File: src/logic/gb_bus_pkg.sv
`default_nettype none

package gb_bus_pkg;

  //////////////////////////////////////////////////
  // Bus and bank widths
  //////////////////////////////////////////////////
  localparam int GB_ADDR_W    = 16; // CPU address bus
  localparam int GB_DATA_W    = 8;  // CPU data bus
  localparam int ROM_BANK_W   = 9;  // MBC5 ROM bank register
  localparam int RAM_BANK_W   = 4;  // MBC5 RAM bank register
  localparam int FLASH_OFFS_W = 13; // Word offset inside one 16 KiB bank
  localparam int FLASH_DATA_W = 16; // Flash strapped for x16 mode

  // Bank number sits on top of the word offset
  localparam int FLASH_ADDR_W = ROM_BANK_W + FLASH_OFFS_W;

  //////////////////////////////////////////////////
  // Plain vector types
  //////////////////////////////////////////////////
  typedef logic [GB_ADDR_W-1:0]    gb_addr_t;
  typedef logic [GB_DATA_W-1:0]    gb_data_t;
  typedef logic [ROM_BANK_W-1:0]   rom_bank_t;
  typedef logic [RAM_BANK_W-1:0]   ram_bank_t;
  typedef logic [FLASH_ADDR_W-1:0] flash_addr_t; // 16-bit word address
  typedef logic [FLASH_DATA_W-1:0] flash_word_t;

  //////////////////////////////////////////////////
  // Cartridge access, one per cycle
  //////////////////////////////////////////////////
  typedef struct packed {
    gb_addr_t addr;  // Byte address from the CPU
    gb_data_t wdata; // Only meaningful with wr
    logic     wr;    // Write strobe
    logic     rd;    // Read strobe
  } gb_bus_req_t;

endpackage

`default_nettype wire

File: src/logic/gb_debug_pkg.sv
`default_nettype none

package gb_debug_pkg;

  //////////////////////////////////////////////////
  // Breakpoint FSM
  //////////////////////////////////////////////////
  typedef enum logic [1:0] {
    RUN    = 2'd0, // Free running, compare every fetch
    HALTED = 2'd1, // CPU held
    STEP   = 2'd2, // One fetch allowed, then back to HALTED
    RESUME = 2'd3  // One fetch allowed without compare, then RUN
  } bp_state_t;

  // Instruction fetch seen on the CPU side
  typedef struct packed {
    gb_bus_pkg::gb_addr_t pc;
    logic                 valid;
  } pc_fetch_t;

  // Status word for the debugger display
  typedef struct packed {
    gb_bus_pkg::gb_addr_t  bp_addr;
    bp_state_t             state;
    gb_bus_pkg::rom_bank_t rom_bank;
    gb_bus_pkg::ram_bank_t ram_bank;
    logic                  ram_enable;
  } dbg_status_t;

endpackage

`default_nettype wire

File: src/logic/button_conditioner.sv
`timescale 1ns/100ps
`default_nettype none

module button_conditioner #(
  parameter int DEBOUNCE_CYCLES = 16
) (
  input  wire  bp_change,
  input  wire  reset,
  input  wire  button_in,  // Raw level straight off the pad
  output logic debounced,  // Clean level, also drives the LED
  output logic pressed     // One cycle on each press
);

  localparam int CNT_W = $clog2(DEBOUNCE_CYCLES + 1);

  logic [1:0]       sync_q;   // Two-flop synchronizer
  logic [CNT_W-1:0] stable_cnt;
  logic             pending;  // Synced level differs from debounced
  logic             expired;

  //////////////////////////////////////////////////
  // Synchronizer
  //////////////////////////////////////////////////
  always_ff @(posedge bp_change or posedge reset) begin
    if (reset) begin
      sync_q <= '0;
    end else begin
      sync_q <= {sync_q[0], button_in};
    end
  end

  assign pending = sync_q[1] ^ debounced;
  assign expired = (stable_cnt == CNT_W'(DEBOUNCE_CYCLES));

  //////////////////////////////////////////////////
  // Stability counter and debounced level
  //////////////////////////////////////////////////
  always_ff @(posedge bp_change or posedge reset) begin
    if (reset) begin
      stable_cnt <= '0;
      debounced  <= 1'b0;
      pressed    <= 1'b0;
    end else begin
      pressed <= 1'b0;
      if (!pending) begin
        stable_cnt <= '0;                 // Bounce back or idle, start over
      end else if (expired) begin
        stable_cnt <= '0;
        debounced  <= sync_q[1];          // Held long enough, follow it
        pressed    <= sync_q[1];          // Rising edge only
      end else begin
        stable_cnt <= stable_cnt + 1'b1;
      end
    end
  end

endmodule

`default_nettype wire

File: src/logic/mbc5_banking.sv
`timescale 1ns/100ps
`default_nettype none

module mbc5_banking (
  input  wire                       bp_change,
  input  wire                       reset,
  input  gb_bus_pkg::gb_bus_req_t   bus_req,
  output gb_bus_pkg::rom_bank_t     rom_bank,
  output gb_bus_pkg::ram_bank_t     ram_bank,
  output logic                      ram_enable
);

  import gb_bus_pkg::*;

  logic [3:0] region;        // Upper address nibble
  logic       sel_ram_en;    // 0000-1FFF
  logic       sel_rom_lo;    // 2000-2FFF
  logic       sel_rom_hi;    // 3000-3FFF
  logic       sel_ram_bank;  // 4000-5FFF
  logic       enable_key;    // 0x?A unlocks cart RAM

  assign region     = bus_req.addr[15:12];
  assign enable_key = (bus_req.wdata[3:0] == 4'hA);

  //////////////////////////////////////////////////
  // Register decode
  //////////////////////////////////////////////////
  always_comb begin
    sel_ram_en   = 1'b0;
    sel_rom_lo   = 1'b0;
    sel_rom_hi   = 1'b0;
    sel_ram_bank = 1'b0;
    if (bus_req.wr) begin
      case (region)
        4'h0, 4'h1: sel_ram_en   = 1'b1;
        4'h2:       sel_rom_lo   = 1'b1;
        4'h3:       sel_rom_hi   = 1'b1;
        4'h4, 4'h5: sel_ram_bank = 1'b1;
        default:    ;                      // 6000 and up, no register here
      endcase
    end
  end

  //////////////////////////////////////////////////
  // Bank registers
  //////////////////////////////////////////////////
  always_ff @(posedge bp_change or posedge reset) begin
    if (reset) begin
      rom_bank   <= rom_bank_t'(1);        // MBC5 powers up on bank 1
      ram_bank   <= '0;
      ram_enable <= 1'b0;
    end else begin
      if (sel_ram_en) begin
        ram_enable <= enable_key;          // Anything else locks it
      end

      // Bank 0 is legal on MBC5, no remap to 1
      if (sel_rom_lo) begin
        rom_bank[7:0] <= bus_req.wdata;
      end
      if (sel_rom_hi) begin
        rom_bank[8] <= bus_req.wdata[0];   // Ninth bank bit
      end

      if (sel_ram_bank) begin
        ram_bank <= bus_req.wdata[3:0];
      end
    end
  end

endmodule

`default_nettype wire

File: src/logic/cart_flash_port.sv
`timescale 1ns/100ps
`default_nettype none

module cart_flash_port (
  input  wire                       bp_change,
  input  wire                       reset,
  input  gb_bus_pkg::gb_bus_req_t   bus_req,
  input  gb_bus_pkg::rom_bank_t     rom_bank,
  input  gb_bus_pkg::flash_word_t   flash_d,
  output gb_bus_pkg::flash_addr_t   flash_a,
  output logic                      flash_adv_b,
  output gb_bus_pkg::gb_data_t      rd_data,
  output logic                      rd_valid
);

  import gb_bus_pkg::*;

  rom_bank_t                 bank_field;
  logic [FLASH_OFFS_W-1:0]   word_offs;
  gb_data_t                  lane_byte;

  // 0000-3FFF always maps to bank 0, 4000-7FFF to the switchable bank
  assign bank_field = bus_req.addr[14] ? rom_bank : '0;
  assign word_offs  = bus_req.addr[13:1];   // Byte address to x16 word
  assign flash_a    = {bank_field, word_offs};

  assign flash_adv_b = ~bus_req.rd;         // Latch address while reading

  // Odd byte on the upper lane
  assign lane_byte = bus_req.addr[0] ? flash_d[15:8] : flash_d[7:0];

  //////////////////////////////////////////////////
  // Read return
  //////////////////////////////////////////////////
  always_ff @(posedge bp_change) begin
    if (bus_req.rd) begin
      rd_data <= lane_byte;
    end
  end

  always_ff @(posedge bp_change or posedge reset) begin
    if (reset) begin
      rd_valid <= 1'b0;
    end else begin
      rd_valid <= bus_req.rd;               // Data lands one cycle after rd
    end
  end

endmodule

`default_nettype wire

File: src/logic/breakpoint_control.sv
`timescale 1ns/100ps
`default_nettype none

module breakpoint_control (
  input  wire                       bp_change,
  input  wire                       reset,
  input  wire [7:0]                 dip_sw,    // Board wires these MSB first
  input  wire                       load,      // One-cycle pulses from buttons
  input  wire                       step,
  input  wire                       cont,
  input  gb_debug_pkg::pc_fetch_t   pc_fetch,
  output gb_bus_pkg::gb_addr_t      bp_addr,
  output gb_debug_pkg::bp_state_t   state,
  output logic                      cpu_halt
);

  import gb_bus_pkg::*;
  import gb_debug_pkg::*;

  gb_data_t  dip_rev;     // Switches in bus bit order
  logic      load_hi;     // Next load goes to the high byte
  logic      bp_hit;
  bp_state_t next_state;

  //////////////////////////////////////////////////
  // Breakpoint address loading
  //////////////////////////////////////////////////
  always_comb begin
    for (int i = 0; i < 8; i++) begin
      dip_rev[i] = dip_sw[7 - i];            // Switch 0 is the MSB
    end
  end

  always_ff @(posedge bp_change or posedge reset) begin
    if (reset) begin
      bp_addr <= '0;
      load_hi <= 1'b0;                       // Start on the low byte
    end else if (load) begin
      if (load_hi) begin
        bp_addr[15:8] <= dip_rev;
      end else begin
        bp_addr[7:0] <= dip_rev;
      end
      load_hi <= ~load_hi;                   // Alternate low, high, low
    end
  end

  //////////////////////////////////////////////////
  // Halt, step and continue FSM
  //////////////////////////////////////////////////
  assign bp_hit = pc_fetch.valid && (pc_fetch.pc == bp_addr);

  always_comb begin
    next_state = state;
    case (state)
      RUN: begin
        if (bp_hit) begin
          next_state = HALTED;               // Stop before this opcode runs
        end
      end
      HALTED: begin
        // Fetches while halted are dropped
        if (cont) begin
          next_state = RESUME;               // Continue beats step
        end else if (step) begin
          next_state = STEP;
        end
      end
      STEP: begin
        if (pc_fetch.valid) begin
          next_state = HALTED;               // Exactly one instruction
        end
      end
      RESUME: begin
        // Skip the compare once, else the breakpoint fires again at once
        if (pc_fetch.valid) begin
          next_state = RUN;
        end
      end
      default: next_state = RUN;
    endcase
  end

  always_ff @(posedge bp_change or posedge reset) begin
    if (reset) begin
      state <= RUN;
    end else begin
      state <= next_state;
    end
  end

  // High from the cycle after the matching fetch
  assign cpu_halt = (state == HALTED);

endmodule

`default_nettype wire

File: src/logic/gb_debug_top.sv
`timescale 1ns/100ps
`default_nettype none

module gb_debug_top #(
  parameter int DEBOUNCE_CYCLES = 50000   // About 12 ms at the CPU clock
) (
  input  wire                         bp_change,
  input  wire                         reset,
  input  gb_bus_pkg::gb_bus_req_t     bus_req,      // CPU cartridge access
  input  gb_debug_pkg::pc_fetch_t     pc_fetch,
  input  wire                         btn_step,     // Raw push buttons
  input  wire                         btn_load,
  input  wire                         btn_continue,
  input  wire [7:0]                   dip_sw,
  input  gb_bus_pkg::flash_word_t     flash_d,
  output gb_bus_pkg::flash_addr_t     flash_a,
  output logic                        flash_adv_b,
  output gb_bus_pkg::gb_data_t        rd_data,
  output logic                        rd_valid,
  output logic                        cpu_halt,
  output gb_debug_pkg::dbg_status_t   dbg,
  output logic [2:0]                  btn_leds      // Step, load, continue
);

  import gb_bus_pkg::*;
  import gb_debug_pkg::*;

  logic      step_pulse;
  logic      load_pulse;
  logic      cont_pulse;
  rom_bank_t rom_bank;
  ram_bank_t ram_bank;
  logic      ram_enable;
  gb_addr_t  bp_addr;
  bp_state_t bp_state;

  //////////////////////////////////////////////////
  // Buttons
  //////////////////////////////////////////////////
  button_conditioner #(.DEBOUNCE_CYCLES(DEBOUNCE_CYCLES)) u_btn_step (
    .bp_change (bp_change),
    .reset     (reset),
    .button_in (btn_step),
    .debounced (btn_leds[0]),
    .pressed   (step_pulse)
  );

  button_conditioner #(.DEBOUNCE_CYCLES(DEBOUNCE_CYCLES)) u_btn_load (
    .bp_change (bp_change),
    .reset     (reset),
    .button_in (btn_load),
    .debounced (btn_leds[1]),
    .pressed   (load_pulse)
  );

  button_conditioner #(.DEBOUNCE_CYCLES(DEBOUNCE_CYCLES)) u_btn_continue (
    .bp_change (bp_change),
    .reset     (reset),
    .button_in (btn_continue),
    .debounced (btn_leds[2]),
    .pressed   (cont_pulse)
  );

  //////////////////////////////////////////////////
  // Cartridge side
  //////////////////////////////////////////////////
  mbc5_banking u_mbc5 (
    .bp_change  (bp_change),
    .reset      (reset),
    .bus_req    (bus_req),
    .rom_bank   (rom_bank),
    .ram_bank   (ram_bank),
    .ram_enable (ram_enable)
  );

  cart_flash_port u_flash (
    .bp_change   (bp_change),
    .reset       (reset),
    .bus_req     (bus_req),
    .rom_bank    (rom_bank),
    .flash_d     (flash_d),
    .flash_a     (flash_a),
    .flash_adv_b (flash_adv_b),
    .rd_data     (rd_data),
    .rd_valid    (rd_valid)
  );

  //////////////////////////////////////////////////
  // Debug control
  //////////////////////////////////////////////////
  breakpoint_control u_bp (
    .bp_change (bp_change),
    .reset     (reset),
    .dip_sw    (dip_sw),
    .load      (load_pulse),
    .step      (step_pulse),
    .cont      (cont_pulse),
    .pc_fetch  (pc_fetch),
    .bp_addr   (bp_addr),
    .state     (bp_state),
    .cpu_halt  (cpu_halt)
  );

  // Status word for the debugger screen
  assign dbg.bp_addr    = bp_addr;
  assign dbg.state      = bp_state;
  assign dbg.rom_bank   = rom_bank;
  assign dbg.ram_bank   = ram_bank;
  assign dbg.ram_enable = ram_enable;

endmodule

`default_nettype wire

File: config.mk
export PLATFORM = sky130hd
export DESIGN_NAME = gb_debug_top
export DESIGN_NICKNAME = d
export VERILOG_FILES = /design/src/logic/gb_bus_pkg.sv /design/src/logic/gb_debug_pkg.sv /design/src/logic/button_conditioner.sv /design/src/logic/mbc5_banking.sv /design/src/logic/cart_flash_port.sv /design/src/logic/breakpoint_control.sv /design/src/logic/gb_debug_top.sv
export SDC_FILE = /design/constraint.sdc
export NUM_CORES = 1
export LEC_CHECK = 0
export ABC_AREA = 0
export BUFFER_PORTS_ARGS = -buffer_cell sky130_fd_sc_hd__buf_2
export CAP_MARGIN = 20
export CORE_MARGIN = 2
export CORE_UTILIZATION = 35
export CTS_BUF_LIST = sky130_fd_sc_hd__clkbuf_4
export DETAILED_ROUTE_END_ITERATION = 8
export GPL_ROUTABILITY_DRIVEN = 0
export PLACE_DENSITY_LB_ADDON = 0.08
export SLEW_MARGIN = 20
export SYNTH_ARGS = -nofsm -noshare
export SYNTH_HDL_FRONTEND = slang
export SYNTH_SLANG_ARGS = --single-unit
File: constraint.sdc
create_clock -name bp_change -period 3.7 [get_ports bp_change]
set_input_delay 0 -clock bp_change [delete_from_list [all_inputs] [get_ports bp_change]]
set_output_delay 0 -clock bp_change [all_outputs]
set_load 0.02 [all_outputs]
# Word level (Yosys, flattened, before mapping)
# Cells that the tools add are included.
dict set report word_totals {
  regBits 102
  latchBits 0
  ramBits 0
  mem_bits_ro 0
  input_bits 72
  wordCells 86
  memories 0
}
dict set report classes {
  add_sub_neg 3
  multipliers 0
  div 0
  magnitude_cmp 0
  n_eq_ne 17
  shifts 0
  mux 28
  bitwise_logic 5
  n_reduce_logical 11
}
# cell n
set op_table {}
lappend op_table {{$mux W16} 6}
lappend op_table {{$add A16 B1 Y16 const B} 3}
lappend op_table {{$eq A16 B16 Y1 const B} 3}
lappend op_table {{$eq A16 B16 Y1} 1}
lappend op_table {{$mux W1} 14}
lappend op_table {{$mux W2} 5}
lappend op_table {{$reduce_and A2 Y1} 5}
lappend op_table {{$mux W9} 1}
lappend op_table {{$eq A4 B2 Y1 const B} 2}
lappend op_table {{$eq A4 B3 Y1 const B} 2}
lappend op_table {{$mux W8} 1}
lappend op_table {{$pmux W2 S4} 1}
lappend op_table {{$eq A2 B2 Y1 const B} 2}
lappend op_table {{$eq A4 B1 Y1 const B} 1}
lappend op_table {{$eq A4 B4 Y1 const B} 1}
lappend op_table {{$logic_not A4 Y1} 1}
lappend op_table {{$ne A2 B2 Y1 const B} 2}
lappend op_table {{$reduce_and A4 Y1} 1}
lappend op_table {{$reduce_or A2 Y1} 2}
lappend op_table {{$ne A3 B1 Y1 const B} 1}
lappend op_table {{$xor A1 B1 Y1} 3}
lappend op_table {{$eq A2 B1 Y1 const B} 1}
lappend op_table {{$logic_not A2 Y1} 1}
lappend op_table {{$ne A2 B1 Y1 const B} 1}
lappend op_table {{2 further kinds} 3}

# Logic depth before layout (Yosys ltp)
# Gate-level depths: netlist of run 1.
dict set report logic_depth {
  ltp_word 4
  mapped_depth 7
  ltp_nobuf 6
}

# Modules after synthesis
# From an unflattened synthesis of run 1, not the netlist that was laid out.
dict set report hier_totals {
  cells_unflattened 422
  hier_area_um2 5163.7
}
# module instances cells_per_inst area_per_inst_um2 seq_area_each_um2
set by_module_without_submodules {}
lappend by_module_without_submodules {button_conditioner 3 91 1022.2 500.5}
lappend by_module_without_submodules {breakpoint_control 1 71 943.4 475.5}
lappend by_module_without_submodules {mbc5_banking 1 35 588.1 351.6}
lappend by_module_without_submodules {cart_flash_port 1 42 558.0 265.3}
lappend by_module_without_submodules {gb_debug_top 1 1 7.5 0.0}

# Least setup slack after synthesis of run 1
# No wires, ideal clock.
dict set report synth_timing {
  path_kind {flip-flop to flip-flop}
  startpoint {register u_btn_continue.stable_cnt[7]}
  endpoint {register u_btn_continue.stable_cnt[15]}
  setup_time_ns 0.078
  arrival_ns 1.520
  required_ns 3.622
  path_slack_ns 2.102
  stages_incl_launch_ff 5
  n_path_buf 0
  synth_period_minus_slack_ns 1.598
  cell_sequence {dfrtp_1 -> nand3_2 -> or3_4 -> or4_1 -> a21oi_1}
}
dict set report synth_between {
  elab_chain_cells 3
  elab_cells_between_ends 4
  classes_between {add/sub: 1; eq/ne: 1; mux: 2}
}
# element line
set synth_lines {}
lappend synth_lines {{start: declaration} button_conditioner.sv:17} ;# logic [CNT_W-1:0] stable_cnt;
lappend synth_lines {{start signal: assignment} button_conditioner.sv:52} ;# stable_cnt <= stable_cnt + 1'b1;
lappend synth_lines {{$add A16 B1 Y16 / $eq A16 B16 Y1 (equally long branches)} {button_conditioner.sv:52, button_conditioner.sv:33}}
lappend synth_lines {{$mux W16 (*)} button_conditioner.sv:47} ;# end else if (expired) begin
lappend synth_lines {{$mux W16 (*)} button_conditioner.sv:45} ;# if (!pending) begin
# Every way passes the cells marked *; elsewhere a longest branch is shown, timed or not.
# A chain may end at the register's enable or synchronous reset.

# Worst setup path in the final report of run 1
dict set report layout_timing {
  startpoint {register u_bp.bp_addr[8]}
  endpoint {register u_bp.state[0]}
}
dict set report layout_between {
  elab_chain_cells 4
}
# element line
set layout_lines {}
lappend layout_lines {{start: declaration} breakpoint_control.sv:12} ;# output gb_bus_pkg::gb_addr_t bp_addr,
lappend layout_lines {{start signal: assignment} breakpoint_control.sv:40} ;# bp_addr[15:8] <= dip_rev;
lappend layout_lines {{$eq A16 B16 Y1} breakpoint_control.sv:51} ;# assign bp_hit = pc_fetch.valid && (pc_fetch.pc == bp_addr);
lappend layout_lines {{$logic_and A1 B1 Y1} breakpoint_control.sv:51}
lappend layout_lines {{$ne A2 B1 Y1 (no line)} n/a}
lappend layout_lines {{$reduce_and A4 Y1 (no line)} n/a}
lappend layout_lines {{end signal: assignment} breakpoint_control.sv:88} ;# state <= next_state;
lappend layout_lines {{end: declaration} breakpoint_control.sv:13} ;# output gb_debug_pkg::bp_state_t state,
# No other way between the ends.

==> metrics, run 1 <==
Hold Crit Endpoint=flash_a[10]; Mapped Avg Cell Area=11.36 µm²; Max Cap Violations=0; final net count=653; number of distinct library cells after synthesis=40; maximum clock frequency=0.4836 GHz; Initial Utilization=0.3617; clock tree from TritonCTS=yes; count of input and output buffers=117; Slew HR=0.4718; number of buffers created by CTS=9; required time of the critical path=4.12 ns; post-CTS clock slew at the launch and capture registers of the worst setup and hold paths=0.15 ns; maximum level of the CTS H-tree=3; Final setup viols=0; Global Route Usage Sum=0.1495; Arr. time, crit path=2.49 ns; path depth of the worst reg2reg path=5; final instance area=0.006122 mm²; Cell Area, Placed=0.005489 mm²; setup repair bufs after CTS=0; Core Box Area=0.01335 mm²; number of buffers on the longest clock path=2; ratio of cells with drive above 1 in the final layout=0.3052; Die ar.=0.01475 mm²; part of the Yosys area used for sequential elements=0.5372; number of standard-cell rows in the floorplan=42; Met1 Routed Length=4711 µm; HPWL after detailed placement=7188 µm; total vias in the final route=3578; post-route setup TNS=0 ns; Yosys reg bits=102; final standard cell count with taps included and fillers excluded=757; most frequently used cell type in the post-synthesis netlist=sky130_fd_sc_hd__dfrtp_1; min-delay worst type=in2out; Congestion Overflow GR=0; element type at the critical path end=register; sequential cell area in the final layout=0.002594 mm²; vias in the first global route=3632; highest signal layer in the routed design=met4; Worst Max-Slew Pin Slew=0.7907 ns; Post-Syn Area=0.004828 mm²; fill count=1279; die boundary width=121.5 µm; CTS root buffer=sky130_fd_sc_hd__clkbuf_4; I/O pin cnt=140; number of search-and-repair iterations in the first detailed-routing pass=4; total DRC errors in the routed layout=0; Post-synth top flop=sky130_fd_sc_hd__dfrtp_1; final worst path period share=0.5589; antenna violations before repair=1; number of cells upsized or downsized after cts=0; unrepaired setup endpoints after global routing=false; total wirelength of the detailed-routed design=10470 µm; P&R area growth vs syn=26.79%; element type at the critical path start=register; proportion of synthesized flip-flops having asynchronous set or reset=0.9216; shortest clock period the worst path allows after layout=2.068 ns; commonest cells in the synthesized netlist=93 x sky130_fd_sc_hd__dfrtp_1, 47 x sky130_fd_sc_hd__nor2_1, 40 x sky130_fd_sc_hd__mux2_2, 39 x sky130_fd_sc_hd__xnor2_1, 20 x sky130_fd_sc_hd__nand2_1; Post-synth EDFFs=8; Mapped Cells=425; share of the synthesized area in the top cell type=0.4820; number of warnings issued by yosys=0; placed cell count=695; Worst Skew=0.006582 ns; multi-input logic area=0.002021 mm²; most area-hungry cell type in the Yosys netlist=sky130_fd_sc_hd__dfrtp_1; TritonCTS sink count=102; post-synthesis net count=503; hold path startpoint=bus_req[21]; IR Drop Worst-Case VDD=0.0001684 V; critical path class=reg2reg; global-route wire length before repair=17330 µm; worst hold path cell count=0; largest net degree at the start of global routing=52; routed length on met3=638 µm; critical register-to-register path endpoint=u_bp.state[0]; Met2 Wirelength=4920 µm; critical path fanouts, max=3; number of vias per cell after detailed routing=4.727; run status=completed; Reg2Reg Setup Slack=1.63 ns; initial drt markers=100; chip height=121.5 µm; wire per inst=13.83 µm; count of antenna-violating nets left after detailed routing=0; launch instance of the worst register-to-register path=u_bp.bp_addr[8]; final number of max-transition violations=0; pwr dens=376.3 mW/mm²; number of failing hold endpoints at the final stage=0; Leakage=2.749 nW; insertion delay to the later sink of the worst-skew pair=0.47 ns; largest cells by area after synthesis=sky130_fd_sc_hd__dfrtp_1 48%, sky130_fd_sc_hd__mux2_2 9.3%, sky130_fd_sc_hd__xnor2_1 7.1%
final cells by class:
cell class                 count  area share
sequential                   102      0.4237
clock inverter                 7     0.01839
timing repair buffer         163      0.1704
clock buffer                   9     0.01104
multi-input combinational    283      0.3301
inverter                      16     0.01001
tap                          176     0.03597
antenna                        1   0.0004087
cells by family after synthesis:
| logic type | count (synthesis) | share of synthesized area |
|---|---|---|
| fa+ha+maj | 6 | 0.01555 |
| compound gates | 15 | 0.01866 |
| buf+inv | 40 | 0.04431 |
| flops | 102 | 0.5372 |
| xor+xnor | 58 | 0.1052 |
| simple gates | 163 | 0.1837 |
| mux | 41 | 0.09536 |
worst max-delay path, stage by stage, from the launching register on:
cell	delay [ns]
sky130_fd_sc_hd__dfrtp_1	0.43
sky130_fd_sc_hd__xnor2_1	0.23
sky130_fd_sc_hd__nand3_1	0.15
sky130_fd_sc_hd__nor4_1	0.44
sky130_fd_sc_hd__a41o_1	0.23
sky130_fd_sc_hd__dlygate4sd3_1	0.54
stage by stage:
stage	setup WS (ns)	total power [mW]	hold WS, ns	utilization
6_report	1.632	2.304	0.000008814	0.4587
3_5_place_dp	1.922	1.580	0.0002364	0.4112
3_3_place_gp	1.982	1.576	0.0002364	0.4112
5_1_grt	1.500	2.428	0.00004694	0.4587
4_1_cts	1.663	2.346	0.0002364	0.4585
2_1_floorplan	1.253	1.464	0.03143	-
layer usage:
layer,GRT usage,up-vias
met5,0,-
met4,0.06466,0
met3,0.03947,19
met2,0.2465,110
met1,0.1848,1692
li1,-,1757
layout by cell type (no fill, tap or decap), types with 4 or more instances in the layout:
cell                            synthesis  routed
sky130_fd_sc_hd__edfxtp_1               8       8
sky130_fd_sc_hd__ha_1                   6       6
sky130_fd_sc_hd__dlygate4sd3_1          0      45
sky130_fd_sc_hd__and2_1                 9       9
sky130_fd_sc_hd__dfrtp_1               93      93
sky130_fd_sc_hd__a21oi_1                5       5
sky130_fd_sc_hd__nor2_1                47      47
sky130_fd_sc_hd__nor3_1                 8       8
sky130_fd_sc_hd__buf_2                  0     117
sky130_fd_sc_hd__o31ai_1                4       4
sky130_fd_sc_hd__nand4_1               15      15
sky130_fd_sc_hd__o21ai_0                5       5
sky130_fd_sc_hd__inv_1                 15      14
sky130_fd_sc_hd__xnor2_1               39      39
sky130_fd_sc_hd__clkbuf_4               0       9
sky130_fd_sc_hd__or4_1                  4       4
sky130_fd_sc_hd__nand3_1               18      18
sky130_fd_sc_hd__xor2_1                19      19
sky130_fd_sc_hd__nor4b_1                5       5
sky130_fd_sc_hd__mux2_2                40      40
sky130_fd_sc_hd__nor4_1                 9       9
sky130_fd_sc_hd__nand2_1               20      20
sky130_fd_sc_hd__and3_1                 8       8
repair_timing:
action	in CTS	in global routing
setup endpoints to repair	0	0
hold buffers	45	0
hold endpoints to repair	94	0
where the power goes:
part           internal (mW)  switching [mW]  total (mW)
clock network          0.337           0.372       0.709
logic                  0.168           0.195       0.363
registers               1.19          0.0425        1.23
sequential cells by signal (all words and copies together), names as in the netlist, 2 cells and up:
register and cells:
u_flash.rd_data 8, u_btn_step.stable_cnt 16, u_btn_continue.stable_cnt 16, u_btn_load.stable_cnt 16, u_btn_load.sync_q 2, u_bp.bp_addr 16, u_btn_continue.sync_q 2, u_mbc5.ram_bank 4
u_bp.state 2, u_mbc5.rom_bank 9, u_btn_step.sync_q 2
worst max path at each step:
stage	from	to	slack, ns	cells past startpoint
5_1_grt	u_bp.bp_addr[8]	u_bp.state[0]	1.50	5
3_5_place_dp	u_btn_continue.stable_cnt[2]	u_btn_continue.stable_cnt[15]	1.92	4
3_3_place_gp	u_btn_continue.stable_cnt[2]	u_btn_continue.stable_cnt[15]	1.98	4
4_1_cts	u_bp.bp_addr[14]	u_bp.state[0]	1.66	5
6_report	u_bp.bp_addr[8]	u_bp.state[0]	1.63	5
2_1_floorplan	reset	u_bp.bp_addr[0]	1.25	1
(Power assumes the default switching activity.)
==> inputs of run 2 (changes only) <==
clock period = 2.2 ns   (was 3.7 ns; I/O delays follow)
==> run 2 against run 1 <==
Net effect: wire length fell by 2.0%; combinational power increased by 69%; clock skew rose by 0.012 ns; fmax increased by 6.2%; global-route usage fell by 0.12 points; final cell count up 0.13%; critical path type unchanged; sequential share of layout area grew 0.13 points; die area did not move; via count grew 0.48%; non-clock buffer count increased by 2; core utilization down 0.14 points.
==> metrics, run 2 (same netlist as run 1, synthesis figures left out) <==
run status=completed; path depth of the worst reg2reg path=5 (unchanged); number of search-and-repair iterations in the first detailed-routing pass=4 (unchanged); chip height=121.5 µm (unchanged); critical path class=reg2reg; hold path startpoint=bus_req[16]; post-route setup slack=0.2530 ns (-1.379 ns); Global Route Usage Sum=0.1484 (-0.001165); number of diodes added for antenna fixing=0 (-1); final standard cell count with taps included and fillers excluded=758 (+0.13%); post-CTS clock slew at the launch and capture registers of the worst setup and hold paths=0.15 ns (about the same); largest net degree at the start of global routing=56 (+7.7%); element type at the critical path start=register; endpoint of the most critical setup path=u_bp.state[0]; antenna violations before repair=0 (-1); final worst path period share=0.8850 (+0.3261); shortest clock period the worst path allows after layout=1.947 ns (-0.1209 ns); Arr. time, crit path=2.37 ns (-0.12 ns); launch instance of the worst register-to-register path=u_bp.bp_addr[14]; vias in the first global route=3599 (-0.91%); number of standard-cell rows in the floorplan=42 (unchanged); Worst Skew=0.01844 ns (+0.01186 ns); final number of max-transition violations=0 (unchanged); Core Box Area=0.01335 mm² (unchanged); TritonCTS sink count=102 (unchanged); I/O pin cnt=140 (unchanged); placed cell count=697 (+0.29%); count of antenna-violating nets left after detailed routing=0 (unchanged); Congestion Overflow GR=0 (unchanged); critical path launch point=u_bp.bp_addr[14]; setup repair bufs after CTS=0 (unchanged); Initial Utilization=0.3617 (unchanged); pwr dens=598.1 mW/mm² (+59%); commonest non-fill, non-tap cell in the layout=sky130_fd_sc_hd__buf_2; total DRC errors in the routed layout=0 (unchanged); Slew HR=0.5921 (+0.1203); total vias in the final route=3595 (+0.48%); critical path fanouts, max=3 (unchanged); wire per inst=13.54 µm (-2.1%); number of hold buffers added after cts=45 (unchanged); maximum clock frequency=0.5136 GHz (+6.2%); number of failing hold endpoints at the final stage=0 (unchanged); critical register-to-register path endpoint=u_bp.state[0]; min-delay worst type=in2out; global-route wire length before repair=17130 µm (-1.2%); number of buffers on the longest clock path=2 (unchanged); number of cells upsized or downsized after cts=0 (unchanged); initial drt markers=78 (-22%); required time of the critical path=2.62 ns (-1.50 ns); Final setup viols=0 (unchanged); Die ar.=0.01475 mm² (unchanged); Leakage=2.747 nW (about the same); IR Drop Worst-Case VDD=0.0005697 V (+240%); insertion delay to the later sink of the worst-skew pair=0.47 ns (about the same); post-route setup TNS=0 ns (unchanged); clock tree from TritonCTS=yes; Worst Max-Slew Pin Slew=0.6106 ns (-0.1802 ns); unrepaired setup endpoints after global routing=false; count of input and output buffers=117 (unchanged); final net count=655 (+0.31%); P&R area growth vs syn=26.41%; die boundary width=121.5 µm (unchanged); Max Cap Violations=0 (unchanged); CTS root buffer=sky130_fd_sc_hd__clkbuf_4; commonest cells after routing, fill and taps aside=117 x sky130_fd_sc_hd__buf_2, 93 x sky130_fd_sc_hd__dfrtp_1, 47 x sky130_fd_sc_hd__nor2_1, 45 x sky130_fd_sc_hd__dlygate4sd3_1, 40 x sky130_fd_sc_hd__mux2_2; ratio of cells with drive above 1 in the final layout=0.3093 (+0.004106); Reg2Reg Setup Slack=0.25 ns (-1.38 ns); total power after layout=3.650 mW (+58%); element type at the critical path end=register; post-placement worst setup slack=0.4045 ns (-1.517 ns); total wirelength of the detailed-routed design=10260 µm (-2.0%); maximum level of the CTS H-tree=3 (unchanged); number of buffers created by CTS=9 (unchanged); HPWL after detailed placement=7206 µm (+0.24%); number of vias per cell after detailed routing=4.743 (+0.34%)
## run 2: cell types whose count changed in the layout (fill, tap and decap cells not counted), sizes merged
cell,before,now
buf,118,120
clkbuf,9,11
diode,1,0
bufinv,3,1
## run 2: per-stage QoR
stage                     cell area [µm²]  hold WS, ns  utilization
after floorplan                      4832      0.03143            -
after global placement               5519    0.0001367       0.4135
after detailed placement             5519    0.0001367       0.4135
after CTS                            6103    0.0001367       0.4573
after global routing                 6103   0.00004867       0.4573
final                                6103  0.000008833       0.4573
## run 2: routing by layer
layer / vias to the layer above / track usage / share of wire
met3: 19 / 0.05310 / 0.071
li1: 1764 / - / -
met5: - / 0 / 0
met4: 0 / 0.04598 / 0.016
met1: 1703 / 0.1810 / 0.44
met2: 109 / 0.2458 / 0.47
## run 2: how the worst min path moves through the flow
stage / end / slack [ns] / cells after the start
after floorplan: u_btn_continue.sync_q[0] / 0.03 / 0
after global placement: flash_a[9] / 0.0001 / 0
after detailed placement: flash_a[9] / 0.0001 / 0
after CTS: flash_a[9] / 0.0001 / 0
after global routing: flash_a[6] / 0.00005 / 0
final: flash_a[5] / 0.000009 / 0
## run 2: layout make-up
type	count	area, µm²
Timing Repair Buffer	165	1071
Clock buffer	11	82.58
Multi-Input combinational cell	283	2021
Tap cell	176	220.2
Fill cell	1268	7244
Inverter	16	63.81
Sequential cell	102	2594
Clock inverter	5	51.30
## run 2: where the power goes
part,switching (mW),internal (mW),leakage (nW),total (mW)
Sequential,0.0704,2.00,1.32,2.07
Combinational,0.328,0.287,1.35,0.615
Clock,0.599,0.366,0.0743,0.965
## run 2: worst max-delay path, cell delays in order, from the launching register on
cell                            delay (ns)
sky130_fd_sc_hd__dfrtp_1              0.46
sky130_fd_sc_hd__xnor2_1              0.17
sky130_fd_sc_hd__nand4_1              0.11
sky130_fd_sc_hd__nor4_1               0.40
sky130_fd_sc_hd__a41o_1               0.23
sky130_fd_sc_hd__dlygate4sd3_1        0.54
==> inputs of run 3 (changes only) <==
clock period = 2.1 ns   (was 2.2 ns; I/O delays follow)
==> run 3 against run 2 <==
Net effect: non-clock buffer count grew 4; largest power group unchanged; clock-buffer cell count shrank 1; combinational power grew 6.3%.
==> metrics, run 3 (same netlist as run 1, synthesis figures left out) <==
Clock power frac=0.267 (+0.003); I/O pin cnt=140 (unchanged); required time of the critical path=2.51 ns (-0.11 ns); post-route setup TNS=0 ns (unchanged); count of antenna-violating nets left after detailed routing=0 (unchanged); commonest cells after routing, fill and taps aside=117 x sky130_fd_sc_hd__buf_2, 93 x sky130_fd_sc_hd__dfrtp_1, 47 x sky130_fd_sc_hd__nor2_1, 46 x sky130_fd_sc_hd__dlygate4sd3_1, 40 x sky130_fd_sc_hd__mux2_2; met3 track demand over resource in global routing=0.03430 (-0.01880); post-route setup slack=0.1918 ns (-0.06115 ns); maximum level of the CTS H-tree=3 (unchanged); Worst Skew=0.01489 ns (-0.003546 ns); Leakage=2.764 nW (+0.62%); Arr. time, crit path=2.32 ns (-0.05 ns); CTS root buffer=sky130_fd_sc_hd__clkbuf_4; min-delay worst type=in2out; proportion of power drawn by combinational gates=0.170 (+0.002); total DRC errors in the routed layout=0 (unchanged); insertion delay to the later sink of the worst-skew pair=0.48 ns (about the same); die boundary width=121.5 µm (unchanged); placed cell count=700 (+0.43%); vias in the first global route=3624 (+0.69%); post-placement worst setup slack=0.3590 ns (-0.04560 ns); met2 track utilization from global routing=0.2444 (-0.001404); most used routing layer=met2; Worst Max-Slew Pin Slew=0.6140 ns (+0.003420 ns); Die ar.=0.01475 mm² (unchanged); element type at the critical path start=register; total wirelength of the detailed-routed design=10270 µm (+0.13%); maximum clock frequency=0.5241 GHz (+2.0%); number of standard-cell rows in the floorplan=42 (unchanged); Congestion Overflow GR=0 (unchanged); unrepaired setup endpoints after global routing=false; global-route wire length before repair=17340 µm (+1.2%); initial drt markers=95 (+22%); total power after layout=3.854 mW (+5.6%); HPWL after detailed placement=7413 µm (+2.9%); number of buffers on the longest clock path=2 (unchanged); pwr dens=626.8 mW/mm² (+4.8%); IR Drop Worst-Case VDD=0.0002123 V (-63%); total vias in the final route=3618 (+0.64%); Core Box Area=0.01335 mm² (unchanged); Final setup viols=0 (unchanged); final standard cell utilization of the core=0.4606 (+0.003375); Cell Area, Placed=0.005542 mm² (+0.41%); wire per inst=13.46 µm (-0.53%); net switching power figure=1.075 mW (+7.7%); number of buffers created by CTS=9 (unchanged); number of failing hold endpoints at the final stage=0 (unchanged); number of vias per cell after detailed routing=4.742 (about the same); final standard cell count with taps included and fillers excluded=763 (+0.66%); post-CTS clock slew at the launch and capture registers of the worst setup and hold paths=0.16 ns (about the same); critical path fanouts, max=6 (+3); shortest clock period the worst path allows after layout=1.908 ns (-0.03885 ns); commonest non-fill, non-tap cell in the layout=sky130_fd_sc_hd__buf_2; largest net degree at the start of global routing=40 (-29%); final worst path period share=0.9087 (+0.02364); proportion of power drawn by flip-flops and latches=0.563 (-0.004); GR Layer Usage met1=0.1855 (+0.004525); antenna violations before repair=1 (+1); Initial Utilization=0.3617 (unchanged); worst hold margin=0.000008833 ns (unchanged); Max Cap Violations=0 (unchanged); final instance area=0.006148 mm² (+0.74%); chip height=121.5 µm (unchanged); critical path class=reg2reg; Reg2Reg Setup Slack=0.19 ns (-0.06 ns); Slew HR=0.5892 (-0.002935); P&R area growth vs syn=27.34%; ratio of cells with drive above 1 in the final layout=0.3140 (+0.004715); final number of max-transition violations=0 (unchanged); run status=completed; count of input and output buffers=117 (unchanged); P_int=2.779 mW (+4.8%); TritonCTS sink count=102 (unchanged); setup repair bufs after CTS=0 (unchanged); number of search-and-repair iterations in the first detailed-routing pass=4 (unchanged); Global Route Usage Sum=0.1491 (+0.0007032); switching part of the total power=0.2789 (+0.005595); fill count=1282 (+1.1%); clock tree from TritonCTS=yes; element type at the critical path end=register; final net count=659 (+0.61%)
[run 3: changes by cell type in the layout (fill, tap and decap cells not counted)]
cell / change
sky130_fd_sc_hd__buf_4: +3
sky130_fd_sc_hd__clkinv_2: -2
sky130_fd_sc_hd__clkinv_4: +2
sky130_fd_sc_hd__clkbuf_4: -1
sky130_fd_sc_hd__diode_2: +1
sky130_fd_sc_hd__dlygate4sd3_1: +1
sky130_fd_sc_hd__inv_2: +1
sky130_fd_sc_hd__nor4_1: -1
sky130_fd_sc_hd__nor4_2: +1
[run 3: power by group through the flow]
stage / registers [mW] / clock network, mW / logic, mW
2_1_floorplan: 2.31 / 0 / 0.274
3_5_place_dp: 2.21 / 0 / 0.584
4_1_cts: 2.17 / 1.09 / 0.663
5_1_grt: 2.19 / 1.16 / 0.714
6_report: 2.17 / 1.03 / 0.654
3_3_place_gp: 2.21 / 0 / 0.580
[run 3: final timing paths]
kind | from | end | depth (start not counted)
worst max-delay path | u_bp.state[1] | u_bp.state[0] | 5
worst min-delay path | bus_req[16] | flash_a[5] | 0
worst max register to register | u_bp.state[1] | u_bp.state[0] | 5
worst min register to register | u_btn_step.sync_q[0] | u_btn_step.sync_q[1] | 0
max in group asynchronous | reset | u_btn_step.pressed | 4
min in group asynchronous | reset | u_btn_continue.stable_cnt[12] | 3
[run 3: worst max-delay path, cell delays in order, from the launching register on]
cell and delay [ns]:
sky130_fd_sc_hd__dfrtp_1 0.50, sky130_fd_sc_hd__nor2_1 0.14, sky130_fd_sc_hd__nand3_1 0.13, sky130_fd_sc_hd__nor4_2 0.33
sky130_fd_sc_hd__a41o_1 0.21, sky130_fd_sc_hd__dlygate4sd3_1 0.54
[run 3: final cells by class]
type | count | area, µm² | share of cell area
antenna | 1 | 2.502 | 0.0004070
clock buffer | 10 | 75.07 | 0.01221
clock inverter | 6 | 62.56 | 0.01018
inverter | 16 | 63.81 | 0.01038
multi-input combinational | 283 | 2027 | 0.3297
sequential | 102 | 2594 | 0.4219
tap | 176 | 220.2 | 0.03582
timing repair buffer | 169 | 1104 | 0.1795
[run 3: layer usage]
| metal | routed length (µm) | part of all wire |
|---|---|---|
| met5 | 0 | 0 |
| met4 | 224 | 0.022 |
| met3 | 647 | 0.063 |
| met2 | 4757 | 0.46 |
| met1 | 4643 | 0.45 |
[run 3: repair_timing]
item,CTS,global route
gates resized for setup,0,1
hold endpoints to repair,145,0
hold buffers,46,0
setup endpoints to repair,0,1
